$ cat src/verilog/card_bus_pkg.sv
`default_nettype none

package card_bus_pkg;

    // Sizes
    localparam int LINE_MAX    = 32;                   // Line buffer depth in bytes
    localparam int KEYWORD_LEN = 11;                   // Keyword chars incl. comma
    localparam int PAYLOAD_LEN = 10;                   // Hex chars of a write line
    localparam int CARD_COUNT  = 4;                    // Card slots on the backplane
    localparam int ADDR_WIDTH  = 3;                    // Bus address bits

    // Timing in clock cycles
    localparam int WAIT_UNIT_CYCLES = 22;              // One bus timing unit
    localparam int STARTUP_CYCLES   = 100;             // Lamp reset hold after reset

    // Text
    localparam logic [87:0] KEY_WRITE = "pb_i_write,";
    localparam logic [87:0] KEY_READ  = "pb_i__read,";
    localparam logic [7:0]  CHAR_CR   = 8'h0D;
    localparam logic [7:0]  CHAR_LF   = 8'h0A;
    localparam int          READ_PREFIX_LEN = 7;
    localparam int          FAIL_PREFIX_LEN = 9;
    localparam logic [8*READ_PREFIX_LEN-1:0] READ_PREFIX = "Read 0x";
    localparam logic [8*FAIL_PREFIX_LEN-1:0] FAIL_PREFIX = "Failed 0x";

    // Error codes sent after "Failed 0x"
    localparam logic [7:0] ERR_UNKNOWN = 8'hAA;        // Keyword not recognised
    localparam logic [7:0] ERR_BUSY    = 8'hBB;        // Engine busy or in startup
    localparam logic [7:0] ERR_PAYLOAD = 8'hCC;        // Bad or short hex payload

    typedef enum logic {CMD_WRITE, CMD_READ} cmd_kind_t;

    typedef struct packed {
        cmd_kind_t                      kind;
        logic [7:0]                     addr;          // Low bits go on the bus
        logic [CARD_COUNT-1:0][7:0]     data;          // data[k] is for card k
    } command_t;

    typedef enum logic {REPLY_READ, REPLY_ERROR} reply_kind_t;

    typedef struct packed {
        reply_kind_t kind;
        logic [7:0]  value;                            // Read byte or error code
    } reply_req_t;

    typedef struct packed {
        logic [CARD_COUNT-1:0] card_select;            // One-hot slot select
        logic [ADDR_WIDTH-1:0] address;
        logic [7:0]            data_out;
        logic                  data_oe;                // Drive data pins when high
        logic                  wr_n;                   // Write strobe, active low
    } bus_pins_t;

endpackage

`default_nettype wire

$ cat src/verilog/card_bus_controller.sv
`timescale 1ns/1ps
`default_nettype none

module card_bus_controller
    import card_bus_pkg::*;
(
    input  wire        clock,
    input  wire        rst_n,
    input  wire        rx_valid,                       // Bytes from the UART receiver
    input  wire  [7:0] rx_data,
    input  wire  [7:0] bus_data_in,                    // Joined to data_out at board level
    output logic       tx_valid,                       // Reply bytes to the UART sender
    output logic [7:0] tx_data,
    output bus_pins_t  bus,
    output logic       lamp_reset,
    output logic       level_shift_en
);

    logic       cmd_valid;
    command_t   cmd;
    logic       err_valid;
    logic [7:0] err_code;
    logic       busy_err_valid;
    logic       read_valid;
    logic [7:0] read_value;

    command_receiver u_receiver (
        .clock     (clock),
        .rst_n     (rst_n),
        .rx_valid  (rx_valid),
        .rx_data   (rx_data),
        .cmd_valid (cmd_valid),
        .cmd       (cmd),
        .err_valid (err_valid),
        .err_code  (err_code)
    );

    card_bus_engine u_engine (
        .clock          (clock),
        .rst_n          (rst_n),
        .cmd_valid      (cmd_valid),
        .cmd            (cmd),
        .bus_data_in    (bus_data_in),
        .bus            (bus),
        .lamp_reset     (lamp_reset),
        .level_shift_en (level_shift_en),
        .read_valid     (read_valid),
        .read_value     (read_value),
        .busy_err_valid (busy_err_valid)
    );

    reply_formatter u_formatter (
        .clock          (clock),
        .rst_n          (rst_n),
        .err_valid      (err_valid),
        .err_code       (err_code),
        .busy_err_valid (busy_err_valid),
        .read_valid     (read_valid),
        .read_value     (read_value),
        .tx_valid       (tx_valid),
        .tx_data        (tx_data)
    );

endmodule

`default_nettype wire

$ cat src/verilog/card_bus_engine.sv
`timescale 1ns/1ps
`default_nettype none

module card_bus_engine
    import card_bus_pkg::*;
(
    input  wire        clock,
    input  wire        rst_n,
    input  wire        cmd_valid,
    input  command_t   cmd,
    input  wire  [7:0] bus_data_in,                    // Pins seen with drivers off
    output bus_pins_t  bus,
    output logic       lamp_reset,
    output logic       level_shift_en,
    output logic       read_valid,
    output logic [7:0] read_value,
    output logic       busy_err_valid
);

    typedef enum logic [2:0] {
        ST_STARTUP,                                    // Lamp reset held
        ST_IDLE,
        ST_SELECT,                                     // Select and address, 4 units
        ST_DATA,                                       // Data driven, 1 unit
        ST_WR_LOW,                                     // Strobe low, 2 units
        ST_WR_HIGH,                                    // Strobe high, 2 units
        ST_RELEASE,                                    // Drivers off, 1 unit
        ST_NEXT                                        // Gap cycle between cards
    } state_t;

    state_t                             state;
    state_t                             next_phase;
    logic [$clog2(STARTUP_CYCLES)-1:0]  startup_cnt;
    logic [$clog2(WAIT_UNIT_CYCLES)-1:0] wait_cnt;     // Cycles within one unit
    logic [2:0]                         unit_cnt;      // Units left in phase
    logic [$clog2(CARD_COUNT)-1:0]      card_idx;
    logic                               unit_done;
    logic                               in_phase;
    command_t                           cmd_q;         // Command being executed

    function automatic logic [2:0] phase_units(input state_t s);
        case (s)
            ST_SELECT:             return 3'd4;
            ST_WR_LOW, ST_WR_HIGH: return 3'd2;
            default:               return 3'd1;        // DATA and RELEASE
        endcase
    endfunction

    always_comb begin
        case (state)
            ST_SELECT:  next_phase = ST_DATA;
            ST_DATA:    next_phase = ST_WR_LOW;
            ST_WR_LOW:  next_phase = ST_WR_HIGH;
            ST_WR_HIGH: next_phase = ST_RELEASE;
            default:    next_phase = ST_NEXT;          // After RELEASE
        endcase
    end

    assign unit_done = (wait_cnt == WAIT_UNIT_CYCLES - 1);
    assign in_phase  = state inside {ST_SELECT, ST_DATA, ST_WR_LOW, ST_WR_HIGH, ST_RELEASE};

    always_ff @(posedge clock or negedge rst_n) begin
        if (!rst_n) begin
            state          <= ST_STARTUP;
            startup_cnt    <= '0;
            wait_cnt       <= '0;
            unit_cnt       <= '0;
            card_idx       <= '0;
            read_valid     <= 1'b0;
            busy_err_valid <= 1'b0;
        end else begin
            read_valid     <= 1'b0;
            busy_err_valid <= cmd_valid && (state != ST_IDLE); // Startup counts as busy
            case (state)
                ST_STARTUP: begin
                    if (startup_cnt == STARTUP_CYCLES - 1) begin
                        state <= ST_IDLE;
                    end else begin
                        startup_cnt <= startup_cnt + 1'b1;
                    end
                end
                ST_IDLE: begin
                    if (cmd_valid && cmd.kind == CMD_READ) begin
                        read_valid <= 1'b1;            // Sampled below, same edge
                    end else if (cmd_valid) begin
                        state    <= ST_SELECT;
                        unit_cnt <= phase_units(ST_SELECT);
                        wait_cnt <= '0;
                        card_idx <= '0;
                    end
                end
                ST_NEXT: begin
                    if (card_idx == CARD_COUNT - 1) begin
                        state <= ST_IDLE;              // All cards written
                    end else begin
                        card_idx <= card_idx + 1'b1;
                        state    <= ST_SELECT;
                        unit_cnt <= phase_units(ST_SELECT);
                    end
                end
                default: begin                         // Timed bus phases
                    if (unit_done) begin
                        wait_cnt <= '0;
                        if (unit_cnt == 3'd1) begin
                            state    <= next_phase;
                            unit_cnt <= phase_units(next_phase);
                        end else begin
                            unit_cnt <= unit_cnt - 1'b1;
                        end
                    end else begin
                        wait_cnt <= wait_cnt + 1'b1;
                    end
                end
            endcase
        end
    end

    always_ff @(posedge clock) begin
        if (state == ST_IDLE && cmd_valid) begin
            cmd_q      <= cmd;
            read_value <= bus_data_in;                 // Drivers already off in idle
        end
    end

    // Pins decoded straight from state
    always_comb begin
        bus             = '0;
        bus.wr_n        = (state != ST_WR_LOW);
        bus.data_oe     = state inside {ST_DATA, ST_WR_LOW, ST_WR_HIGH};
        if (in_phase) begin
            bus.card_select = CARD_COUNT'(1) << card_idx;
            bus.address     = cmd_q.addr[ADDR_WIDTH-1:0];
        end
        if (in_phase && state != ST_SELECT) begin
            bus.data_out = cmd_q.data[card_idx];       // Byte k for card k
        end
    end

    assign lamp_reset     = (state == ST_STARTUP);
    assign level_shift_en = (state != ST_STARTUP);

endmodule

`default_nettype wire

$ cat src/verilog/command_receiver.sv
`timescale 1ns/1ps
`default_nettype none

module command_receiver
    import card_bus_pkg::*;
(
    input  wire        clock,
    input  wire        rst_n,
    input  wire        rx_valid,                       // One byte per strobe
    input  wire  [7:0] rx_data,
    output logic       cmd_valid,
    output command_t   cmd,
    output logic       err_valid,
    output logic [7:0] err_code
);

    logic [7:0]                   line_buf [LINE_MAX]; // Current line, CR stripped
    logic [$clog2(LINE_MAX):0]    line_len;            // Saturates at LINE_MAX
    logic                         byte_lf;
    logic                         byte_store;
    logic [8*KEYWORD_LEN-1:0]     key_word;
    logic                         is_write;
    logic                         is_read;
    logic [4*PAYLOAD_LEN-1:0]     payload;
    logic [PAYLOAD_LEN-1:0]       hex_ok;
    logic                         payload_ok;
    command_t                     cmd_d;

    // Lower-case hex only, MSB flags a valid char
    function automatic logic [4:0] hex_nibble(input logic [7:0] c);
        if (c >= "0" && c <= "9") begin
            return {1'b1, c[3:0]};
        end
        if (c >= "a" && c <= "f") begin
            return {1'b1, c[3:0] + 4'd9};              // 'a' low nibble is 1
        end
        return 5'b0;
    endfunction

    assign byte_lf    = rx_valid && (rx_data == CHAR_LF);
    assign byte_store = rx_valid && (rx_data != CHAR_LF) && (rx_data != CHAR_CR)
                        && (line_len < LINE_MAX);     // Overflow bytes dropped

    // First bytes packed MSB first, same as string literal
    always_comb begin
        for (int i = 0; i < KEYWORD_LEN; i++) begin
            key_word[8*(KEYWORD_LEN-1-i) +: 8] = line_buf[i];
        end
    end

    assign is_write = (line_len >= KEYWORD_LEN) && (key_word == KEY_WRITE);
    assign is_read  = (line_len >= KEYWORD_LEN) && (key_word == KEY_READ);

    always_comb begin
        for (int i = 0; i < PAYLOAD_LEN; i++) begin
            {hex_ok[i], payload[4*(PAYLOAD_LEN-1-i) +: 4]} =
                hex_nibble(line_buf[KEYWORD_LEN+i]);
        end
    end

    assign payload_ok = (line_len >= KEYWORD_LEN + PAYLOAD_LEN) && (&hex_ok);

    // Address byte first, then data bytes for cards 0..3
    always_comb begin
        cmd_d.kind = is_read ? CMD_READ : CMD_WRITE;
        cmd_d.addr = payload[4*PAYLOAD_LEN-1 -: 8];
        for (int k = 0; k < CARD_COUNT; k++) begin
            cmd_d.data[k] = payload[8*(CARD_COUNT-1-k) +: 8];
        end
    end

    always_ff @(posedge clock or negedge rst_n) begin
        if (!rst_n) begin
            line_len  <= '0;
            cmd_valid <= 1'b0;
            err_valid <= 1'b0;
        end else begin
            cmd_valid <= 1'b0;                         // Single-cycle strobes
            err_valid <= 1'b0;
            if (byte_lf) begin
                line_len <= '0;                        // Start next line
                if (is_read || (is_write && payload_ok)) begin
                    cmd_valid <= 1'b1;
                end else begin
                    err_valid <= 1'b1;
                end
            end else if (byte_store) begin
                line_len <= line_len + 1'b1;
            end
        end
    end

    // Buffer and decoded command hold no reset
    always_ff @(posedge clock) begin
        if (byte_store) begin
            line_buf[line_len[$clog2(LINE_MAX)-1:0]] <= rx_data;
        end
        if (byte_lf) begin
            cmd      <= cmd_d;
            err_code <= is_write ? ERR_PAYLOAD : ERR_UNKNOWN; // Known write, bad hex
        end
    end

endmodule

`default_nettype wire

$ cat src/verilog/reply_formatter.sv
`timescale 1ns/1ps
`default_nettype none

module reply_formatter
    import card_bus_pkg::*;
(
    input  wire        clock,
    input  wire        rst_n,
    input  wire        err_valid,                      // AA or CC from receiver
    input  wire  [7:0] err_code,
    input  wire        busy_err_valid,                 // BB from engine
    input  wire        read_valid,
    input  wire  [7:0] read_value,
    output logic       tx_valid,
    output logic [7:0] tx_data
);

    reply_req_t  req_d;
    reply_req_t  req_q;                                // Reply being sent
    logic        req_valid;
    logic        sending;
    logic [3:0]  idx;                                  // Byte position in frame
    logic [3:0]  prefix_len;
    logic [3:0]  prefix_pos;
    logic [3:0]  last_idx;
    logic [8*FAIL_PREFIX_LEN-1:0] prefix_text;         // Left aligned

    function automatic logic [7:0] hex_upper(input logic [3:0] nib);
        return (nib < 4'd10) ? ("0" + nib) : ("A" + nib - 4'd10);
    endfunction

    assign req_valid   = err_valid || busy_err_valid || read_valid;
    assign req_d.kind  = read_valid ? REPLY_READ : REPLY_ERROR;
    assign req_d.value = read_valid     ? read_value :
                         busy_err_valid ? ERR_BUSY   : err_code;

    always_comb begin
        if (req_q.kind == REPLY_READ) begin
            prefix_len  = 4'(READ_PREFIX_LEN);
            prefix_text = {READ_PREFIX, 16'h0};        // Pad to fail length
        end else begin
            prefix_len  = 4'(FAIL_PREFIX_LEN);
            prefix_text = FAIL_PREFIX;
        end
        last_idx   = prefix_len + 4'd3;                // Two digits, CR, LF
        prefix_pos = (idx < prefix_len) ? idx : 4'd0;  // Keeps select in range
    end

    always_comb begin
        if (idx < prefix_len) begin
            tx_data = prefix_text[8*FAIL_PREFIX_LEN-1 - 8*prefix_pos -: 8];
        end else begin
            case (idx - prefix_len)
                4'd0:    tx_data = hex_upper(req_q.value[7:4]);
                4'd1:    tx_data = hex_upper(req_q.value[3:0]);
                4'd2:    tx_data = CHAR_CR;
                default: tx_data = CHAR_LF;
            endcase
        end
    end

    assign tx_valid = sending;

    always_ff @(posedge clock or negedge rst_n) begin
        if (!rst_n) begin
            sending <= 1'b0;
            idx     <= '0;
        end else if (!sending) begin
            if (req_valid) begin
                sending <= 1'b1;
                idx     <= '0;
            end
        end else if (idx == last_idx) begin
            sending <= 1'b0;                           // Frame done
        end else begin
            idx <= idx + 1'b1;
        end
    end

    // Requests while busy sending are dropped
    always_ff @(posedge clock) begin
        if (!sending && req_valid) begin
            req_q <= req_d;
        end
    end

endmodule

`default_nettype wire
$ cat config.mk
export PLATFORM = sky130hd
export DESIGN_NAME = card_bus_controller
export DESIGN_NICKNAME = d
export VERILOG_FILES = /design/src/verilog/card_bus_pkg.sv /design/src/verilog/card_bus_controller.sv /design/src/verilog/card_bus_engine.sv /design/src/verilog/command_receiver.sv /design/src/verilog/reply_formatter.sv
export SDC_FILE = /design/constraint.sdc
export NUM_CORES = 1
export LEC_CHECK = 0
export BUFFER_PORTS_ARGS = -buffer_cell sky130_fd_sc_hd__buf_2
export CELL_PAD_IN_SITES_DETAIL_PLACEMENT = 0
export CELL_PAD_IN_SITES_GLOBAL_PLACEMENT = 1
export CORE_MARGIN = 3
export CORE_UTILIZATION = 45
export CTS_CLUSTER_SIZE = 14
export DETAILED_ROUTE_END_ITERATION = 10
export PLACE_DENSITY = 0.69
export SLEW_MARGIN = 40
export SYNTH_ARGS = -nofsm -noshare
export SYNTH_HDL_FRONTEND = slang
export SYNTH_SLANG_ARGS = --single-unit
$ cat constraint.sdc
create_clock -name clock -period 3.9 [get_ports clock]
set_input_delay 0.585 -clock clock [delete_from_list [all_inputs] [get_ports clock]]
set_output_delay 0.585 -clock clock [all_outputs]
set_load 0.05 [all_outputs]
==> results of run 1 <==
[power by group]
| group | leakage, nW | internal, W | total [W] | switching [W] |
|---|---|---|---|---|
| logic | 2.12 | 0.000552 | 0.00149 | 0.000933 |
| clock network | 0.492 | 0.00168 | 0.00282 | 0.00114 |
| registers | 2.80 | 0.00357 | 0.00370 | 0.000130 |
| total | 5.40 | 0.00580 | 0.00800 | 0.00220 |
[metrics by stage]
step           power [W]   util  setup TNS (ns)  worst slack [ns]
2_1_floorplan    0.00469      -               0            0.0904
3_3_place_gp     0.00505  0.490               0             0.133
3_5_place_dp     0.00505  0.491               0            0.0987
4_1_cts          0.00795  0.529         -0.0874           -0.0518
5_1_grt          0.00837  0.534         -0.0754           -0.0468
6_report         0.00800  0.534               0             0.144
[kinds of logic (layout without fill, tap and decap cells)]
| logic type | Yosys count | after routing | synth area share |
|---|---|---|---|
| buffers and inverters | 73 | 184 | 0.0219 |
| AO/OA/AOI/OAI | 175 | 175 | 0.0862 |
| other | 1 | 1 | 0.000289 |
| AND/OR/NAND/NOR | 316 | 316 | 0.140 |
| XOR/XNOR | 19 | 19 | 0.0128 |
| flip-flops | 293 | 293 | 0.666 |
| multiplexers | 13 | 13 | 0.0181 |
| adder cells (fa/ha/maj) | 57 | 57 | 0.0550 |
[critical path: stages, from the launching register on]
cell and delay, ns:
edfxtp_1 0.51, inv_2 0.13, ha_4 0.23, a21oi_4 0.15, o21a_4 0.18, nand2_2 0.07
ha_4 0.32, o21ai_0 0.09, a21oi_1 0.18, o32ai_2 0.11, a311oi_2 0.31, a21oi_2 0.06
o31ai_2 0.09, buf_6 0.19
[layout make-up]
type | count | area (sq um) | share of cell area
flip-flops and latches | 293 | 8620 | 0.575
inverters | 55 | 206 | 0.0138
clock inverters | 17 | 188 | 0.0125
repair buffers | 73 | 472 | 0.0314
clock buffers | 39 | 816 | 0.0544
well taps | 378 | 473 | 0.0315
multi-input cells | 581 | 4230 | 0.282
[Yosys cell counts (4+ instances only)]
cell type    n  area [sq um]
and4b_1      4          40.0
a31oi_1      6          37.5
o31ai_1      4          30.0
nor2b_1     19           119
or4b_2       4          40.0
nor3_1      14          70.1
nand4bb_1   10           113
ha_1        57           713
mux4_2       8           180
nor4b_1      7          61.3
edfxtp_1   258          7750
nor2_1      75           282
nand4_1     10          62.6
a311oi_1     8          70.1
or3_1        7          43.8
o22a_1       4          35.0
dfrtp_1     35           876
o21ai_1      4          20.0
a32o_1       4          40.0
and2_1      12          75.1
or3b_2       4          35.0
clkbuf_1    13          48.8
o32ai_1      4          35.0
inv_1       53           199
xnor2_1     10          87.6
o21ai_0     51           255
nand2_1     79           297
nand2b_1     8          50.1
o21bai_1     5          37.5
and4bb_2     6          75.1
nand4b_1     4          35.0
o21a_1       4          30.0
xor2_1       9          78.8
nand3_1     14          70.1
nand3b_1     7          52.6
nor3b_1      7          52.6
a21oi_1     52           260
or4b_1       4          40.0
a22o_1       9          78.8
[per-layer routing]
metal / vias up / wire length (um)
li1: 3735 / -
met3: 35 / 751
met2: 91 / 12100
met4: 0 / 488
met5: - / 0
met1: 3704 / 11000
[how the worst max path moves through the flow]
stage,from,end,slack [ns],cells after the start
finish,u_formatter.req_q[8],tx_data[6],0.14,13
global route,u_formatter.req_q[8],tx_data[3],-0.05,13
CTS,u_formatter.req_q[8],tx_data[6],-0.05,13
detailed placement,u_formatter.req_q[8],tx_data[6],0.1,13
global placement,u_formatter.req_q[8],tx_data[6],0.13,13
floorplan,u_formatter.req_q[8],tx_data[0],0.09,9
[registers in the layout (all words and copies together) (netlist names)]
| signal | flops |
|---|---|
| u_engine.read_value | 8 |
| u_receiver.line_len | 6 |
| u_formatter.req_q | 9 |
| u_engine.wait_cnt | 5 |
| u_engine.unit_cnt | 3 |
| u_engine.state | 3 |
| u_engine.startup_cnt | 7 |
| u_formatter.tx_valid | 1 |
| u_receiver.cmd_valid | 1 |
| u_receiver.cmd | 36 |
| u_receiver.err_code | 2 |
| u_engine.cmd_q | 35 |
| u_engine.read_valid | 1 |
| u_engine.busy_err_valid | 1 |
| u_receiver.err_valid | 1 |
| u_formatter.idx | 4 |
| u_receiver.line_buf | 168 |
| u_engine.card_idx | 2 |
[what timing repair did]
item / CTS / global route
setup endpoints to repair: 6 / 7
setup buffers: 2 / 4
pin swaps: 0 / 7
endpoints found under the hold margin: 6 / 0
resized for setup: 7 / 29
hold buffers: 1 / 0
==> results.ini, run 1 <==
[worst_setup_path]
startpoint_type = register
timing.rr.end = u_receiver.cmd_valid
cp.required_ns = 3.31
end_kind = output port
ff2ff_path_depth = 8
crit_fanout = 6
arrival_ns = 3.17
rrSetupSlack_ns = 0.98
path_class = reg -> out
rr_startpoint = u_receiver.line_buf[14][0]

[sta]
final_hold_viol_count = 0
min_period_over_period = 0.963
period_needed_ns = 3.76
setup_viol = 0
fin_skew_ns = 0.0285
max_freq_ghz = 0.266
tightest_slew_ns = 0.736
slew_headroom = 0.508
holdWs_ns = 0.216
drv_slew = 0
rsz0062_at_grt = yes

[floorplanning]
num_rows = 61
die_w_um = 176
core_sq_um = 28100
die-area_sq_um = 30900
ios = 47
fp.dieH_um = 176
start_util = 0.461

[place]
io_buffers = 45
place_congestion = 0.794
placed_area_sq_um = 13800
dp_hpwl_um = 16300
dp_cells = 1373

[power]
power.leakage_nw = 5.40
ir_worst_vdd_uv = 382
power_density_nw_per_um2 = 533

[routing]
ant_nets = 0
wirelength_um = 24300
drt_first_pass_iters = 6
wl_per_cell_um = 16.9
drt-vias-per-instance = 5.27
drc_errors = 0
vias = 7565
drt-initial-drc-count = 425

[global_route]
antenna_found_initial = 0
met1_usage = 0.211
grt.overflow.total = 0
met3_usage = 0.0244
grt_usage = 0.158
busiest_layer = met2
grt_pass1_vias = 7454
grt_pass1_wl_um = 39300
met2_usage = 0.275
grt_max_degree = 45

[clock_network]
worst_skew_pair.late_latency_ns = 0.56
clkSinkCount = 293
cts_max_level = 1
cts_inserted_buffers = 30
clock_path_buffers = 3
cts_tree = done
path_clk_slew_ns = 0.06
cts-root-buf = clkbuf_16

[yosys]
yosys_warnings = 0
synth_cells = 947
async_flop_share = 0.119
syn_area_sq_um = 13000
syn_avg_cell_area_sq_um = 13.7
synth_fp_nets = 1023
synth-edff-count = 258
synthFlopType = edfxtp_1
ys_types = 74
synth-seq-area-share = 0.666
synth-seq-cells = 293

[min_path]
hold_end = u_engine.read_value[7]
min_path_cells = 1
holdCritStartpoint = bus_data_in[7]
hold_class = in -> reg

[flow_run]
drv_cap = 0

[layout]
syn2layout_area_growth_pct = 15.8
layout-drive-gt1-share = 0.174
stdcell_count = 1436
nFillCells = 2421
layout_commonest_cell = edfxtp_1
layout_common_cells = edfxtp_1, nand2_1, nor2_1, ha_1, inv_1
final_cell_area_sq_um = 15000
diodes = 0
nNetsFinal = 1110

[run_status]
status = complete, no violations

Note: power is estimated with default switching activity, not from simulation.
==> run 2: changes to the inputs <==
--- a/config.mk
+++ b/config.mk
@@ -12,7 +12,8 @@
 export CORE_UTILIZATION = 45
 export CTS_CLUSTER_SIZE = 14
 export DETAILED_ROUTE_END_ITERATION = 10
-export PLACE_DENSITY = 0.69
+export PLACE_DENSITY_LB_ADDON = 0.1
+export RECOVER_POWER = 100
 export SLEW_MARGIN = 40
 export SYNTH_ARGS = -nofsm -noshare
 export SYNTH_HDL_FRONTEND = slang
==> run 2 against run 1 <==
Against the previous run: the run now ends with max-capacitance violations, max-slew violations left; sequential power barely moved; core utilization is 0.41 points lower; register-to-register slack got worse by 0.55 ns; wire length rose by 4.2%; clock power is 12% higher; critical path depth stayed put; largest cell class unchanged; largest power group unchanged.
==> results.ini, run 2 (synthesized netlist as in run 1, its figures left out) <==
[run_status]
status = complete, but fails checks
violations = max-capacitance violations, max-slew violations

[floorplanning]
ios = 47
num_rows = 61
core_sq_um = 28100
die_w_um = 176
start_util = 0.461
die-area_sq_um = 30900
fp.dieH_um = 176

[global_route]
met3_usage = 0.0285
grt_pass1_wl_um = 40600
grt_usage = 0.166
grt_max_degree = 45
antenna_found_initial = 0
grt.overflow.total = 0
grt_pass1_vias = 7598
met2_usage = 0.291
busiest_layer = met2
met1_usage = 0.212

[routing]
wirelength_um = 25300
wl_per_cell_um = 17.6
drt-vias-per-instance = 5.34
drc_errors = 0
drt-initial-drc-count = 443
ant_nets = 0
vias = 7677
drt_first_pass_iters = 5

[worst_setup_path]
end_kind = output port
cp.required_ns = 3.31
path_class = reg -> out
crit_fanout = 6
cp-startpoint = u_formatter.req_q[8]
timing.rr.end = u_receiver.cmd_valid
startpoint_type = register
rrSetupSlack_ns = 0.43
rr_startpoint = u_receiver.line_buf[4][5]
arrival_ns = 3.15
ff2ff_path_depth = 6

[sta]
max_freq_ghz = 0.268
drv_slew = 81
min_period_over_period = 0.958
holdWs_ns = 0.268
setup_viol = 0
fin_skew_ns = 0.0212
tightest_slew_ns = 2.08
fin_ws_ns = 0.164
tns_ns = 0
period_needed_ns = 3.74
final_hold_viol_count = 0
slew_headroom = -0.389

[power]
ir_worst_vdd_uv = 426
power.leakage_nw = 5.26
power_density_nw_per_um2 = 554

[layout]
nFillCells = 2508
layout_common_cells = edfxtp_1, nand2_1, nor2_1, inv_1, ha_1
layout-drive-gt1-share = 0.118
diodes = 0
nNetsFinal = 1111
stdcell_count = 1438
largest_reg_flops = 168
syn2layout_area_growth_pct = 14.9
postLayoutCoreUtil = 0.530
layout_commonest_cell = edfxtp_1

[clock_network]
cts_inserted_buffers = 34
path_clk_slew_ns = 0.06
cts-root-buf = clkbuf_16
cts_max_level = 2
clock_path_buffers = 3
worst_skew_pair.late_latency_ns = 0.51
cts_tree = done
clkSinkCount = 293
hold_buffers = 0

[min_path]
holdCritStartpoint = bus_data_in[5]
min_path_cells = 1
hold_end = u_engine.read_value[5]
hold_class = in -> reg

[place]
io_buffers = 45
dp_cells = 1372
place_congestion = 0.796
preCtsSetupSlack_ns = 0.184
dp_hpwl_um = 16600

[flow_run]
drv_cap = 3

[run 2: cell types whose count changed in the layout (fill, tap and decap cells not counted), moves of 3 or more]
cell       previous run  this run
buf_2                41        10
buf_4                26        13
clkbuf_1              7        48
clkbuf_16            31        35
clkbuf_2              0         6
clkinv_1              3         7
clkinv_2              8         1
clkinv_4              1         4
inv_2                 3         0
[run 2: worst max-delay path, cell delays in order (launching register included)]
cell	delay (ns)
edfxtp_1	0.43
buf_4	0.17
ha_4	0.28
a21oi_2	0.06
o21a_4	0.24
nand2_4	0.10
ha_4	0.17
nand2b_1	0.10
a21boi_0	0.16
or3_4	0.41
o21ai_0	0.14
o21ai_1	0.08
o21ai_0	0.08
buf_4	0.23
[run 2: routing by layer]
layer,routed length (um),vias to the layer above
li1,-,3756
met3,955,40
met5,0,-
met1,11200,3770
met2,12700,111
met4,550,0
[run 2: how the worst max path moves through the flow]
stage / slack [ns] / cells past startpoint / end
finish: 0.16 / 13 / tx_data[2]
global placement: 0.21 / 13 / tx_data[6]
CTS: 0.06 / 14 / tx_data[6]
global route: -0.02 / 13 / tx_data[2]
floorplan: 0.09 / 9 / tx_data[0]
detailed placement: 0.18 / 13 / tx_data[6]
[run 2: report_power, final]
group | internal (W) | total (W) | switching (W)
registers | 0.00357 | 0.00370 | 0.000130
clock network | 0.00194 | 0.00315 | 0.00121
logic | 0.000484 | 0.00139 | 0.000907
[run 2: what timing repair did]
item	CTS	global route
pin swaps	0	2
gates resized for setup	7	12
hold endpoints to repair	0	0
setup endpoints to repair	5	4
gates cloned	0	0
buffers inserted	2	3
[run 2: per-stage QoR]
step                instance area, sq um  total power, W
CTS                                14900         0.00831
global placement                   13700         0.00507
global route                       14900         0.00861
finish                             14900         0.00825
floorplan                          13000         0.00469
detailed placement                 13800         0.00507
[run 2: layout make-up]
cell class                      count  area [sq um]  area share
Clock inverter                     17           203      0.0136
Timing Repair Buffer               70           339      0.0228
Inverter                           55           206      0.0139
Sequential cell                   293          8620       0.579
Tap cell                          378           473      0.0318
Multi-Input combinational cell    581          4130       0.277
Clock buffer                       44           920      0.0618
